--- src/mem_sys_pkg.sv ---
/* shared definitions for the memory side: load/store op codes,
   bus and word widths, and the I/O space address rule */
package mem_sys_pkg;

  // external bus geometry
  localparam int ADDR_W = 32;
  localparam int BYTE_W = 8;   // one byte per bus transfer
  localparam int WORD_W = 32;  // width of fetch and load/store data words

  // I/O space is every address whose bits 17:16 equal IO_SEL
  localparam int IO_MSB = 17;
  localparam int IO_LSB = 16;
  localparam logic [IO_MSB-IO_LSB:0] IO_SEL = 2'd3;

  // load/store operation code carried with each request
  typedef enum logic [2:0] {
    LB  = 3'd0,
    LH  = 3'd1,
    LW  = 3'd2,
    LBU = 3'd3,
    LHU = 3'd4,
    SB  = 3'd5,
    SH  = 3'd6,
    SW  = 3'd7
  } ls_op_e;

  // true when the address falls in the uart / counter window
  function automatic logic is_io_addr(input logic [ADDR_W-1:0] addr);
    return addr[IO_MSB:IO_LSB] == IO_SEL;
  endfunction

endpackage

--- src/fetch_port.sv ---
/* instruction fetch port: address queue with credit return and
   four-byte sequencing that builds little-endian fetch words */
`timescale 1ns/1ns

module fetch_port #(
  parameter int QDEPTH = 2
) (
  input  logic                             clk_in,
  input  logic                             i_rst_n,
  input  logic                             i_fetch_valid,
  input  logic [mem_sys_pkg::ADDR_W-1:0]   i_fetch_addr,
  output logic                             o_fetch_credit,
  output logic                             o_fetch_rsp_valid,
  output logic [mem_sys_pkg::WORD_W-1:0]   o_fetch_rsp_data,
  output logic                             o_bus_req,
  output logic [mem_sys_pkg::ADDR_W-1:0]   o_bus_addr,
  input  logic                             i_bus_grant,
  input  logic                             i_bus_issue,
  input  logic                             i_bus_rd_valid,
  input  logic [mem_sys_pkg::BYTE_W-1:0]   i_bus_rd_byte
);

  localparam int PW = (QDEPTH > 1) ? $clog2(QDEPTH) : 1;
  localparam int CW = $clog2(QDEPTH + 1);

  logic [mem_sys_pkg::ADDR_W-1:0] q_addr [QDEPTH];
  logic [PW-1:0]                  wr_ptr, rd_ptr;
  logic [CW-1:0]                  count;
  logic                           active;    // bytes 1..3 still to issue
  logic                           gap;       // one idle cycle marks the end of a transaction
  logic [1:0]                     idx;
  logic [mem_sys_pkg::ADDR_W-1:0] cur_addr;
  logic [1:0]                     sel_idx;
  logic                           step, pop;
  logic [1:0]                     rx_cnt;
  logic [mem_sys_pkg::WORD_W-1:0] word;

  assign sel_idx = active ? idx : 2'd0;
  assign step    = i_bus_grant && i_bus_issue;
  assign pop     = step && !active;          // first byte starts the transaction

  assign o_bus_req      = active || (count != '0 && !gap);
  assign o_bus_addr     = (active ? cur_addr : q_addr[rd_ptr])
                          + {{(mem_sys_pkg::ADDR_W-2){1'b0}}, sel_idx};
  assign o_fetch_credit = pop;

  always_ff @(posedge clk_in) begin
    if (i_fetch_valid)
      q_addr[wr_ptr] <= i_fetch_addr;
    if (pop)
      cur_addr <= q_addr[rd_ptr];
    if (i_bus_rd_valid)
      word <= {i_bus_rd_byte, word[mem_sys_pkg::WORD_W-1:mem_sys_pkg::BYTE_W]};
    o_fetch_rsp_data <= {i_bus_rd_byte, word[mem_sys_pkg::WORD_W-1:mem_sys_pkg::BYTE_W]};
  end

  always_ff @(posedge clk_in or negedge i_rst_n) begin
    if (!i_rst_n) begin
      wr_ptr            <= '0;
      rd_ptr            <= '0;
      count             <= '0;
      active            <= 1'b0;
      gap               <= 1'b0;
      idx               <= 2'd0;
      rx_cnt            <= 2'd0;
      o_fetch_rsp_valid <= 1'b0;
    end else begin
      if (i_fetch_valid)
        wr_ptr <= (wr_ptr == PW'(QDEPTH - 1)) ? '0 : wr_ptr + 1'b1;
      if (pop)
        rd_ptr <= (rd_ptr == PW'(QDEPTH - 1)) ? '0 : rd_ptr + 1'b1;
      case ({i_fetch_valid, pop})
        2'b10:   count <= count + 1'b1;
        2'b01:   count <= count - 1'b1;
        default: count <= count;
      endcase
      gap <= step && sel_idx == 2'd3;
      if (step) begin
        active <= sel_idx != 2'd3;
        idx    <= sel_idx + 2'd1;  // wraps to 0 after the last byte
      end
      // read bytes come back in order, four per word
      if (i_bus_rd_valid)
        rx_cnt <= rx_cnt + 2'd1;
      o_fetch_rsp_valid <= i_bus_rd_valid && rx_cnt == 2'd3;
    end
  end

endmodule

--- src/lsu_port.sv ---
/* load/store port: in-order request queue with credit return, byte
   sequencing per access size, and sign or zero extension of loads */
`timescale 1ns/1ns

module lsu_port #(
  parameter int QDEPTH = 2
) (
  input  logic                             clk_in,
  input  logic                             i_rst_n,
  input  logic                             i_ls_valid,
  input  mem_sys_pkg::ls_op_e              i_ls_op,
  input  logic [mem_sys_pkg::ADDR_W-1:0]   i_ls_addr,
  input  logic [mem_sys_pkg::WORD_W-1:0]   i_ls_wdata,
  output logic                             o_ls_credit,
  output logic                             o_ls_rsp_valid,
  output logic [mem_sys_pkg::WORD_W-1:0]   o_ls_rsp_data,
  output logic                             o_bus_req,
  output logic [mem_sys_pkg::ADDR_W-1:0]   o_bus_addr,
  output logic [mem_sys_pkg::BYTE_W-1:0]   o_bus_wdata,
  output logic                             o_bus_wr,
  input  logic                             i_bus_grant,
  input  logic                             i_bus_issue,
  input  logic                             i_bus_rd_valid,
  input  logic [mem_sys_pkg::BYTE_W-1:0]   i_bus_rd_byte
);

  localparam int PW = (QDEPTH > 1) ? $clog2(QDEPTH) : 1;
  localparam int CW = $clog2(QDEPTH + 1);
  localparam int BW = mem_sys_pkg::BYTE_W;

  // index of the last byte for each access size
  function automatic logic [1:0] last_idx(input mem_sys_pkg::ls_op_e op);
    case (op)
      mem_sys_pkg::LB, mem_sys_pkg::LBU, mem_sys_pkg::SB: return 2'd0;
      mem_sys_pkg::LH, mem_sys_pkg::LHU, mem_sys_pkg::SH: return 2'd1;
      default:                                            return 2'd3;
    endcase
  endfunction

  function automatic logic is_store(input mem_sys_pkg::ls_op_e op);
    return op == mem_sys_pkg::SB || op == mem_sys_pkg::SH || op == mem_sys_pkg::SW;
  endfunction

  function automatic logic [mem_sys_pkg::WORD_W-1:0] extend(
    input mem_sys_pkg::ls_op_e             op,
    input logic [mem_sys_pkg::WORD_W-1:0]  w
  );
    case (op)
      mem_sys_pkg::LB:  return {{24{w[7]}}, w[7:0]};
      mem_sys_pkg::LH:  return {{16{w[15]}}, w[15:0]};
      mem_sys_pkg::LBU: return {24'd0, w[7:0]};
      mem_sys_pkg::LHU: return {16'd0, w[15:0]};
      default:          return w;
    endcase
  endfunction

  mem_sys_pkg::ls_op_e            q_op    [QDEPTH];
  logic [mem_sys_pkg::ADDR_W-1:0] q_addr  [QDEPTH];
  logic [mem_sys_pkg::WORD_W-1:0] q_wdata [QDEPTH];
  logic [PW-1:0]                  wr_ptr, rd_ptr;
  logic [CW-1:0]                  count;
  logic                           active, gap;
  logic [1:0]                     idx, sel_idx;
  mem_sys_pkg::ls_op_e            cur_op, sel_op;  // cur_op also steers load extension
  logic [mem_sys_pkg::ADDR_W-1:0] cur_addr, sel_addr;
  logic [mem_sys_pkg::WORD_W-1:0] cur_wdata, sel_wdata;
  logic                           step, pop, last_byte;
  logic [1:0]                     rx_cnt;
  logic                           rx_last;
  logic [mem_sys_pkg::WORD_W-1:0] gather, rx_word;

  assign sel_op    = active ? cur_op    : q_op[rd_ptr];
  assign sel_addr  = active ? cur_addr  : q_addr[rd_ptr];
  assign sel_wdata = active ? cur_wdata : q_wdata[rd_ptr];
  assign sel_idx   = active ? idx : 2'd0;
  assign step      = i_bus_grant && i_bus_issue;
  assign pop       = step && !active;
  assign last_byte = sel_idx == last_idx(sel_op);

  assign o_bus_req   = active || (count != '0 && !gap);
  assign o_bus_addr  = sel_addr + {{(mem_sys_pkg::ADDR_W-2){1'b0}}, sel_idx};
  assign o_bus_wdata = sel_wdata[sel_idx*BW +: BW];  // little-endian byte lane
  assign o_bus_wr    = is_store(sel_op);
  assign o_ls_credit = pop;

  // load bytes land in their lane, the current one merged in on the fly
  assign rx_last = rx_cnt == last_idx(cur_op);
  always_comb begin
    rx_word                   = gather;
    rx_word[rx_cnt*BW +: BW]  = i_bus_rd_byte;
  end

  always_ff @(posedge clk_in) begin
    if (i_ls_valid) begin
      q_op[wr_ptr]    <= i_ls_op;
      q_addr[wr_ptr]  <= i_ls_addr;
      q_wdata[wr_ptr] <= i_ls_wdata;
    end
    if (pop) begin
      cur_op    <= q_op[rd_ptr];
      cur_addr  <= q_addr[rd_ptr];
      cur_wdata <= q_wdata[rd_ptr];
    end
    if (i_bus_rd_valid)
      gather <= rx_word;
    o_ls_rsp_data <= extend(cur_op, rx_word);
  end

  always_ff @(posedge clk_in or negedge i_rst_n) begin
    if (!i_rst_n) begin
      wr_ptr         <= '0;
      rd_ptr         <= '0;
      count          <= '0;
      active         <= 1'b0;
      gap            <= 1'b0;
      idx            <= 2'd0;
      rx_cnt         <= 2'd0;
      o_ls_rsp_valid <= 1'b0;
    end else begin
      if (i_ls_valid)
        wr_ptr <= (wr_ptr == PW'(QDEPTH - 1)) ? '0 : wr_ptr + 1'b1;
      if (pop)
        rd_ptr <= (rd_ptr == PW'(QDEPTH - 1)) ? '0 : rd_ptr + 1'b1;
      case ({i_ls_valid, pop})
        2'b10:   count <= count + 1'b1;
        2'b01:   count <= count - 1'b1;
        default: count <= count;
      endcase
      gap <= step && last_byte;  // request drops for a cycle after the last byte
      if (step) begin
        active <= !last_byte;
        idx    <= last_byte ? 2'd0 : sel_idx + 2'd1;
      end
      if (i_bus_rd_valid)
        rx_cnt <= rx_last ? 2'd0 : rx_cnt + 2'd1;
      o_ls_rsp_valid <= i_bus_rd_valid && rx_last;  // stores never see read bytes
    end
  end

endmodule

--- src/mem_arbiter.sv ---
/* byte bus arbiter: per-transaction grant with alternating priority,
   issue gating on ready and uart full, and read byte return routing */
`timescale 1ns/1ns

module mem_arbiter (
  input  logic                             clk_in,
  input  logic                             i_rst_n,
  input  logic                             i_rdy,
  input  logic                             i_io_buffer_full,
  input  logic                             i_f_req,
  input  logic [mem_sys_pkg::ADDR_W-1:0]   i_f_addr,
  output logic                             o_f_grant,
  output logic                             o_f_issue,
  output logic                             o_f_rd_valid,
  input  logic                             i_l_req,
  input  logic [mem_sys_pkg::ADDR_W-1:0]   i_l_addr,
  input  logic [mem_sys_pkg::BYTE_W-1:0]   i_l_wdata,
  input  logic                             i_l_wr,
  output logic                             o_l_grant,
  output logic                             o_l_issue,
  output logic                             o_l_rd_valid,
  output logic [mem_sys_pkg::BYTE_W-1:0]   o_rd_byte,
  output logic [mem_sys_pkg::ADDR_W-1:0]   o_mem_a,
  output logic [mem_sys_pkg::BYTE_W-1:0]   o_mem_dout,
  output logic                             o_mem_wr,
  input  logic [mem_sys_pkg::BYTE_W-1:0]   i_mem_din
);

  logic own_f, own_l;    // owner of the bus in the previous cycle
  logic last_l;          // load/store port won the last new grant
  logic keep_f, keep_l, bus_free;
  logic new_f, new_l;
  logic io_hold;
  logic rd_f_q, rd_l_q;  // a read was issued last cycle, by whom

  // an owner keeps the bus until it drops its request
  assign keep_f   = own_f && i_f_req;
  assign keep_l   = own_l && i_l_req;
  assign bus_free = !keep_f && !keep_l;

  // both asking on a free bus: the one not served last wins
  assign new_f = bus_free && i_f_req && (!i_l_req || last_l);
  assign new_l = bus_free && i_l_req && (!i_f_req || !last_l);

  assign o_f_grant = keep_f || new_f;
  assign o_l_grant = keep_l || new_l;

  // uart writes wait while its buffer is full
  assign io_hold = i_l_wr && mem_sys_pkg::is_io_addr(i_l_addr) && i_io_buffer_full;

  assign o_f_issue = o_f_grant && i_rdy;
  assign o_l_issue = o_l_grant && i_rdy && !io_hold;

  always_comb begin
    o_mem_a    = '0;  // idle bus parks at address 0
    o_mem_dout = '0;
    o_mem_wr   = 1'b0;
    if (o_f_issue) begin
      o_mem_a = i_f_addr;
    end else if (o_l_issue) begin
      o_mem_a    = i_l_addr;
      o_mem_dout = i_l_wdata;
      o_mem_wr   = i_l_wr;
    end
  end

  // read data shows up one cycle after issue, regardless of i_rdy then
  assign o_rd_byte    = i_mem_din;
  assign o_f_rd_valid = rd_f_q;
  assign o_l_rd_valid = rd_l_q;

  always_ff @(posedge clk_in or negedge i_rst_n) begin
    if (!i_rst_n) begin
      own_f  <= 1'b0;
      own_l  <= 1'b0;
      last_l <= 1'b0;
      rd_f_q <= 1'b0;
      rd_l_q <= 1'b0;
    end else begin
      own_f <= o_f_grant;
      own_l <= o_l_grant;
      if (new_f)
        last_l <= 1'b0;
      else if (new_l)
        last_l <= 1'b1;
      rd_f_q <= o_f_issue;
      rd_l_q <= o_l_issue && !i_l_wr;
    end
  end

endmodule

--- src/mem_sys.sv ---
/* memory system top: fetch port and load/store port sharing one
   byte-wide external bus through the arbiter */
`timescale 1ns/1ns

module mem_sys #(
  parameter int QDEPTH = 2  // queue depth and initial credits per port
) (
  input  logic                             clk_in,
  input  logic                             i_rst_n,
  input  logic                             i_rdy,
  input  logic                             i_io_buffer_full,
  input  logic                             i_fetch_valid,
  input  logic [mem_sys_pkg::ADDR_W-1:0]   i_fetch_addr,
  output logic                             o_fetch_credit,
  output logic                             o_fetch_rsp_valid,
  output logic [mem_sys_pkg::WORD_W-1:0]   o_fetch_rsp_data,
  input  logic                             i_ls_valid,
  input  mem_sys_pkg::ls_op_e              i_ls_op,
  input  logic [mem_sys_pkg::ADDR_W-1:0]   i_ls_addr,
  input  logic [mem_sys_pkg::WORD_W-1:0]   i_ls_wdata,
  output logic                             o_ls_credit,
  output logic                             o_ls_rsp_valid,
  output logic [mem_sys_pkg::WORD_W-1:0]   o_ls_rsp_data,
  output logic [mem_sys_pkg::ADDR_W-1:0]   o_mem_a,
  output logic [mem_sys_pkg::BYTE_W-1:0]   o_mem_dout,
  output logic                             o_mem_wr,
  input  logic [mem_sys_pkg::BYTE_W-1:0]   i_mem_din
);

  logic                           f_req, f_grant, f_issue, f_rd_valid;
  logic [mem_sys_pkg::ADDR_W-1:0] f_addr;
  logic                           l_req, l_wr, l_grant, l_issue, l_rd_valid;
  logic [mem_sys_pkg::ADDR_W-1:0] l_addr;
  logic [mem_sys_pkg::BYTE_W-1:0] l_wdata;
  logic [mem_sys_pkg::BYTE_W-1:0] rd_byte;  // shared by both ports

  fetch_port #(.QDEPTH(QDEPTH)) fetch_i (
    .clk_in(clk_in), .i_rst_n(i_rst_n),
    .i_fetch_valid(i_fetch_valid), .i_fetch_addr(i_fetch_addr),
    .o_fetch_credit(o_fetch_credit), .o_fetch_rsp_valid(o_fetch_rsp_valid),
    .o_fetch_rsp_data(o_fetch_rsp_data),
    .o_bus_req(f_req), .o_bus_addr(f_addr), .i_bus_grant(f_grant),
    .i_bus_issue(f_issue), .i_bus_rd_valid(f_rd_valid), .i_bus_rd_byte(rd_byte)
  );

  lsu_port #(.QDEPTH(QDEPTH)) lsu_i (
    .clk_in(clk_in), .i_rst_n(i_rst_n),
    .i_ls_valid(i_ls_valid), .i_ls_op(i_ls_op), .i_ls_addr(i_ls_addr),
    .i_ls_wdata(i_ls_wdata), .o_ls_credit(o_ls_credit),
    .o_ls_rsp_valid(o_ls_rsp_valid), .o_ls_rsp_data(o_ls_rsp_data),
    .o_bus_req(l_req), .o_bus_addr(l_addr), .o_bus_wdata(l_wdata), .o_bus_wr(l_wr),
    .i_bus_grant(l_grant), .i_bus_issue(l_issue), .i_bus_rd_valid(l_rd_valid),
    .i_bus_rd_byte(rd_byte)
  );

  mem_arbiter arb_i (
    .clk_in(clk_in), .i_rst_n(i_rst_n), .i_rdy(i_rdy),
    .i_io_buffer_full(i_io_buffer_full),
    .i_f_req(f_req), .i_f_addr(f_addr), .o_f_grant(f_grant),
    .o_f_issue(f_issue), .o_f_rd_valid(f_rd_valid),
    .i_l_req(l_req), .i_l_addr(l_addr), .i_l_wdata(l_wdata), .i_l_wr(l_wr),
    .o_l_grant(l_grant), .o_l_issue(l_issue), .o_l_rd_valid(l_rd_valid),
    .o_rd_byte(rd_byte),
    .o_mem_a(o_mem_a), .o_mem_dout(o_mem_dout), .o_mem_wr(o_mem_wr),
    .i_mem_din(i_mem_din)
  );

endmodule

--- config.mk ---
export PLATFORM = sky130hd
export DESIGN_NAME = mem_sys
export DESIGN_NICKNAME = d
export VERILOG_FILES = /design/src/mem_sys_pkg.sv /design/src/fetch_port.sv /design/src/lsu_port.sv /design/src/mem_arbiter.sv /design/src/mem_sys.sv
export SDC_FILE = /design/constraint.sdc
export NUM_CORES = 1
export LEC_CHECK = 0
export BUFFER_PORTS_ARGS = -buffer_cell sky130_fd_sc_hd__buf_2
export CAP_MARGIN = 25
export CORE_MARGIN = 2
export CORE_UTILIZATION = 25
export CTS_CLUSTER_SIZE = 10
export DETAILED_ROUTE_END_ITERATION = 10
export GPL_TIMING_DRIVEN = 0
export HOLD_SLACK_MARGIN = 0.06
export PLACE_DENSITY = 0.38
export SLEW_MARGIN = 15
export SYNTH_ARGS = -nofsm -noshare
export SYNTH_HDL_FRONTEND = slang
export SYNTH_SLANG_ARGS = --single-unit
export TNS_END_PERCENT = 5
--- constraint.sdc ---
create_clock -name clk_in -period 12.3 [get_ports clk_in]
set_input_delay 0.615 -clock clk_in [delete_from_list [all_inputs] [get_ports clk_in]]
set_output_delay 0.615 -clock clk_in [all_outputs]
set_load 0.01 [all_outputs]
==> impl_metrics.csv <==
group,metric,value,unit
clocking,worstSkewPairLatency,610,ps
synthesis,ys.flop_type,"edfxtp_1",
synthesis,yosysSeqAreaShare,70.1,%
layout,final_util,31.2,%
power,power_density,248,nW/um^2
detailed_routing,num_vias,10300,
sta,fin_crit,7130,ps
detailed_routing,antenna_left,0,
worst_setup_path,cp.arrival,6520,ps
floorplan,io_pins,222,
clocking,hold_buffers,0,
sta,drv_slew,0,
global_route,grt_use_total,12.4,%
clocking,cts_resized,0,
sta,fin_setup_tns,0,ps
synthesis,synth_nets,1305,
layout,stdcell_count,2460,
power,p_leak,8.45,nW
detailed_routing,drt_iter0_drc,519,
detailed_routing,wl_per_cell,18.7,um
global_route,antenna_found_initial,9,
synthesis,synth_common_cells,"353 x edfxtp_1, 118 x mux2_2, 73 x inv_1, 64 x dfxtp_1, 64 x nand2_1",
floorplan,core_region_area,71200,um^2
placement,dp_slack,5610,ps
global_route,grt_start_max_net_pins,41,
layout,fin_nets,1600,
global_route,grt_first_pass_wirelength,68400,um
placement,post-dp-hpwl,32800,um
worst_setup_path,required,11690,ps
synthesis,synth_edf_count,353,
global_route,grt_pass1_vias,10800,
detailed_routing,firstDrtPassIters,5,
run,cap_violations,0,
synthesis,synth.most_common_cell,"edfxtp_1",
detailed_routing,drt-vias-per-instance,4.19,
clocking,htree_levels,2,
clocking,cts_root_buf,"clkbuf_16",
clocking,cts_buffers,55,
placement,placed_cell_area,20500,um^2
worst_setup_path,worstSetupStartpointType,"register",
placement,port_buffers,221,
global_route,gr-total-overflow,0,
worst_setup_path,endpoint_kind,"output port",
layout,areaGrowthSynthToFinish,24.0,%
worst_setup_path,critPathMaxFanout,10,
synthesis,yosys_warnings,0,
worst_setup_path,r2r_cells,18,
clocking,path_clk_slew,50,ps
layout,layout-drive-gt1-share,32.7,%
sta,relSlewSlack,31.0,%
clocking,cts.sinks,444,
clocking,cts_tree,"done",
detailed_routing,wirelength,46100,um
synthesis,syn_inst,1177,
synthesis,synth_top_area_share,59.1,%
status,outcome,"finished clean",
sta,hold_viol,0,
sta,setup_viol,0,
synthesis,synthTopCellsByArea,"edfxtp_1 59%, mux2_2 7.4%, dfxtp_1 7.1%",
placement,dp.cells,2365,
layout,final_area,22200,um^2
floorplan,die_y,272,um
clocking,postCtsSetupBuffers,0,
placement,globalplace.congestion,0.756,
synthesis,async_flop_share,6.08,%
sta,rsz0062_at_grt,"no",
worst_hold_path,hp-class,"input port to async pin",
worst_setup_path,critical_path_class,"register to output port",
sta,tightest_slew,1030,ps
worst_setup_path,r2r-end,"lsu_i.cur_wdata[26]$_DFFE_PP_",
sta,fmax,140,MHz
floorplan,start_util,25.2,%
synthesis,synth_area,17900,um^2
sta,fin_ws,5170,ps
floorplan,die_area,73800,um^2
floorplan,placement_rows,98,
synthesis,synth_seq_cells,444,
power,peakVddDrop,100,uV
synthesis,ys_types,63,
worst_setup_path,r2r_slack,6180,ps
sta,period_share,58.0,%
detailed_routing,drc_errors,0,
worst_setup_path,r2r-start,"lsu_i.active$_DFFE_PN0P_",
floorplan,die_x,272,um
synthesis,synth_area_leader_cell,"edfxtp_1",
sta,skew,19.2,ps
clocking,clk_path_buf_depth,3,
synthesis,syn-mean-instance-area,15.2,um^2
## area by class of cell
type	count	area [um^2]
flip-flops and latches	444	12600
plain buffers	42	244
clock buffers	80	1540
repair buffers	238	1370
well taps	950	1190
diodes	1	2.50
fillers	7155	49000
inverters	74	278
multi-input cells	617	4880
clock inverters	14	156
## layout by cell type (no fill, tap or decap), drive strengths merged, types with 23 or more instances in the layout
master / synthesis / final
clkbuf: 17 / 97
nor3: 24 / 24
edfxtp: 353 / 353
o21a: 23 / 23
xor2: 41 / 41
nor2: 61 / 61
o22ai: 38 / 38
xnor2: 29 / 29
mux2i: 53 / 53
mux2: 123 / 123
dfrtp: 27 / 27
o21ai: 49 / 49
nand2: 64 / 64
buf: 25 / 263
dfxtp: 64 / 64
inv: 73 / 75
## per-stage QoR
stage,hold WS (ps),total power [mW]
floorplan,319,3.39
global placement,328,4.03
detailed placement,331,4.08
CTS,100,5.66
global route,140,5.87
finish,94.7,5.52
## registers in the layout, summed over array words and instances (netlist names), 2 cells and up
name,count
fetch_i.count,2
fetch_i.cur_addr,32
fetch_i.idx,2
fetch_i.o_fetch_rsp_data,32
fetch_i.q_addr,64
fetch_i.rx_cnt,2
fetch_i.word,24
lsu_i.count,2
lsu_i.cur_addr,32
lsu_i.cur_op,3
lsu_i.cur_wdata,32
lsu_i.gather,32
lsu_i.idx,2
lsu_i.o_ls_rsp_data,32
lsu_i.q_addr,64
lsu_i.q_op,6
lsu_i.q_wdata,64
lsu_i.rx_cnt,2
## metal layers
layer	up-vias	track usage [%]	share of wire (%)
li1	4923	-	-
met1	5061	15.9	44
met2	236	20.8	48
met3	77	2.83	4.8
met4	8	3.43	2.3
met5	-	0	0.10
## worst max path at each step
stage                                  start                    endpoint  slack, ps  cells after the start
global placement    lsu_i.active$_DFFE_PN0P_                 o_ls_credit      -2250                     13
floorplan           lsu_i.active$_DFFE_PN0P_  lsu_i.count[1]$_DFFE_PN0P_       3000                     17
detailed placement  lsu_i.active$_DFFE_PN0P_                  o_mem_a[0]       5610                     18
finish              lsu_i.active$_DFFE_PN0P_                  o_mem_a[0]       5170                     18
global route        lsu_i.active$_DFFE_PN0P_                  o_mem_a[0]       4700                     18
CTS                 lsu_i.active$_DFFE_PN0P_                  o_mem_a[0]       4940                     18
## report_power, final
part           total, mW  internal (mW)  switching, mW  leakage [nW]
combinational       1.75          0.704           1.05          3.47
sequential          2.23           2.10          0.127          4.16
clock               1.54          0.907          0.631         0.826
total               5.52           3.71           1.81          8.45
## kinds of logic (layout without fill, tap and decap cells)
group | Yosys count | count (layout) | share of synthesized area, %
mux | 180 | 180 | 11.3
simple gates | 223 | 223 | 6.31
other cells | 0 | 1 | 0
fa+ha+maj | 15 | 15 | 1.13
flops | 444 | 444 | 70.1
buf+inv | 116 | 448 | 2.91
xor+xnor | 70 | 70 | 3.42
compound gates | 129 | 129 | 4.86
## worst max-delay path, stage by stage, from the launching register on
cell      delay, ps
dfrtp_1         360
buf_4           220
buf_6           200
buf_2           340
buf_4           280
buf_1           550
buf_1           800
mux2i_1         480
inv_1            90
ha_1            290
a21oi_1         480
nor3_4          150
a31o_1          280
a221oi_2        450
or3_1           180
buf_4           150
buf_6           190
o21ai_1         190
buf_2           200
Note: power is estimated with default switching activity, not from simulation.
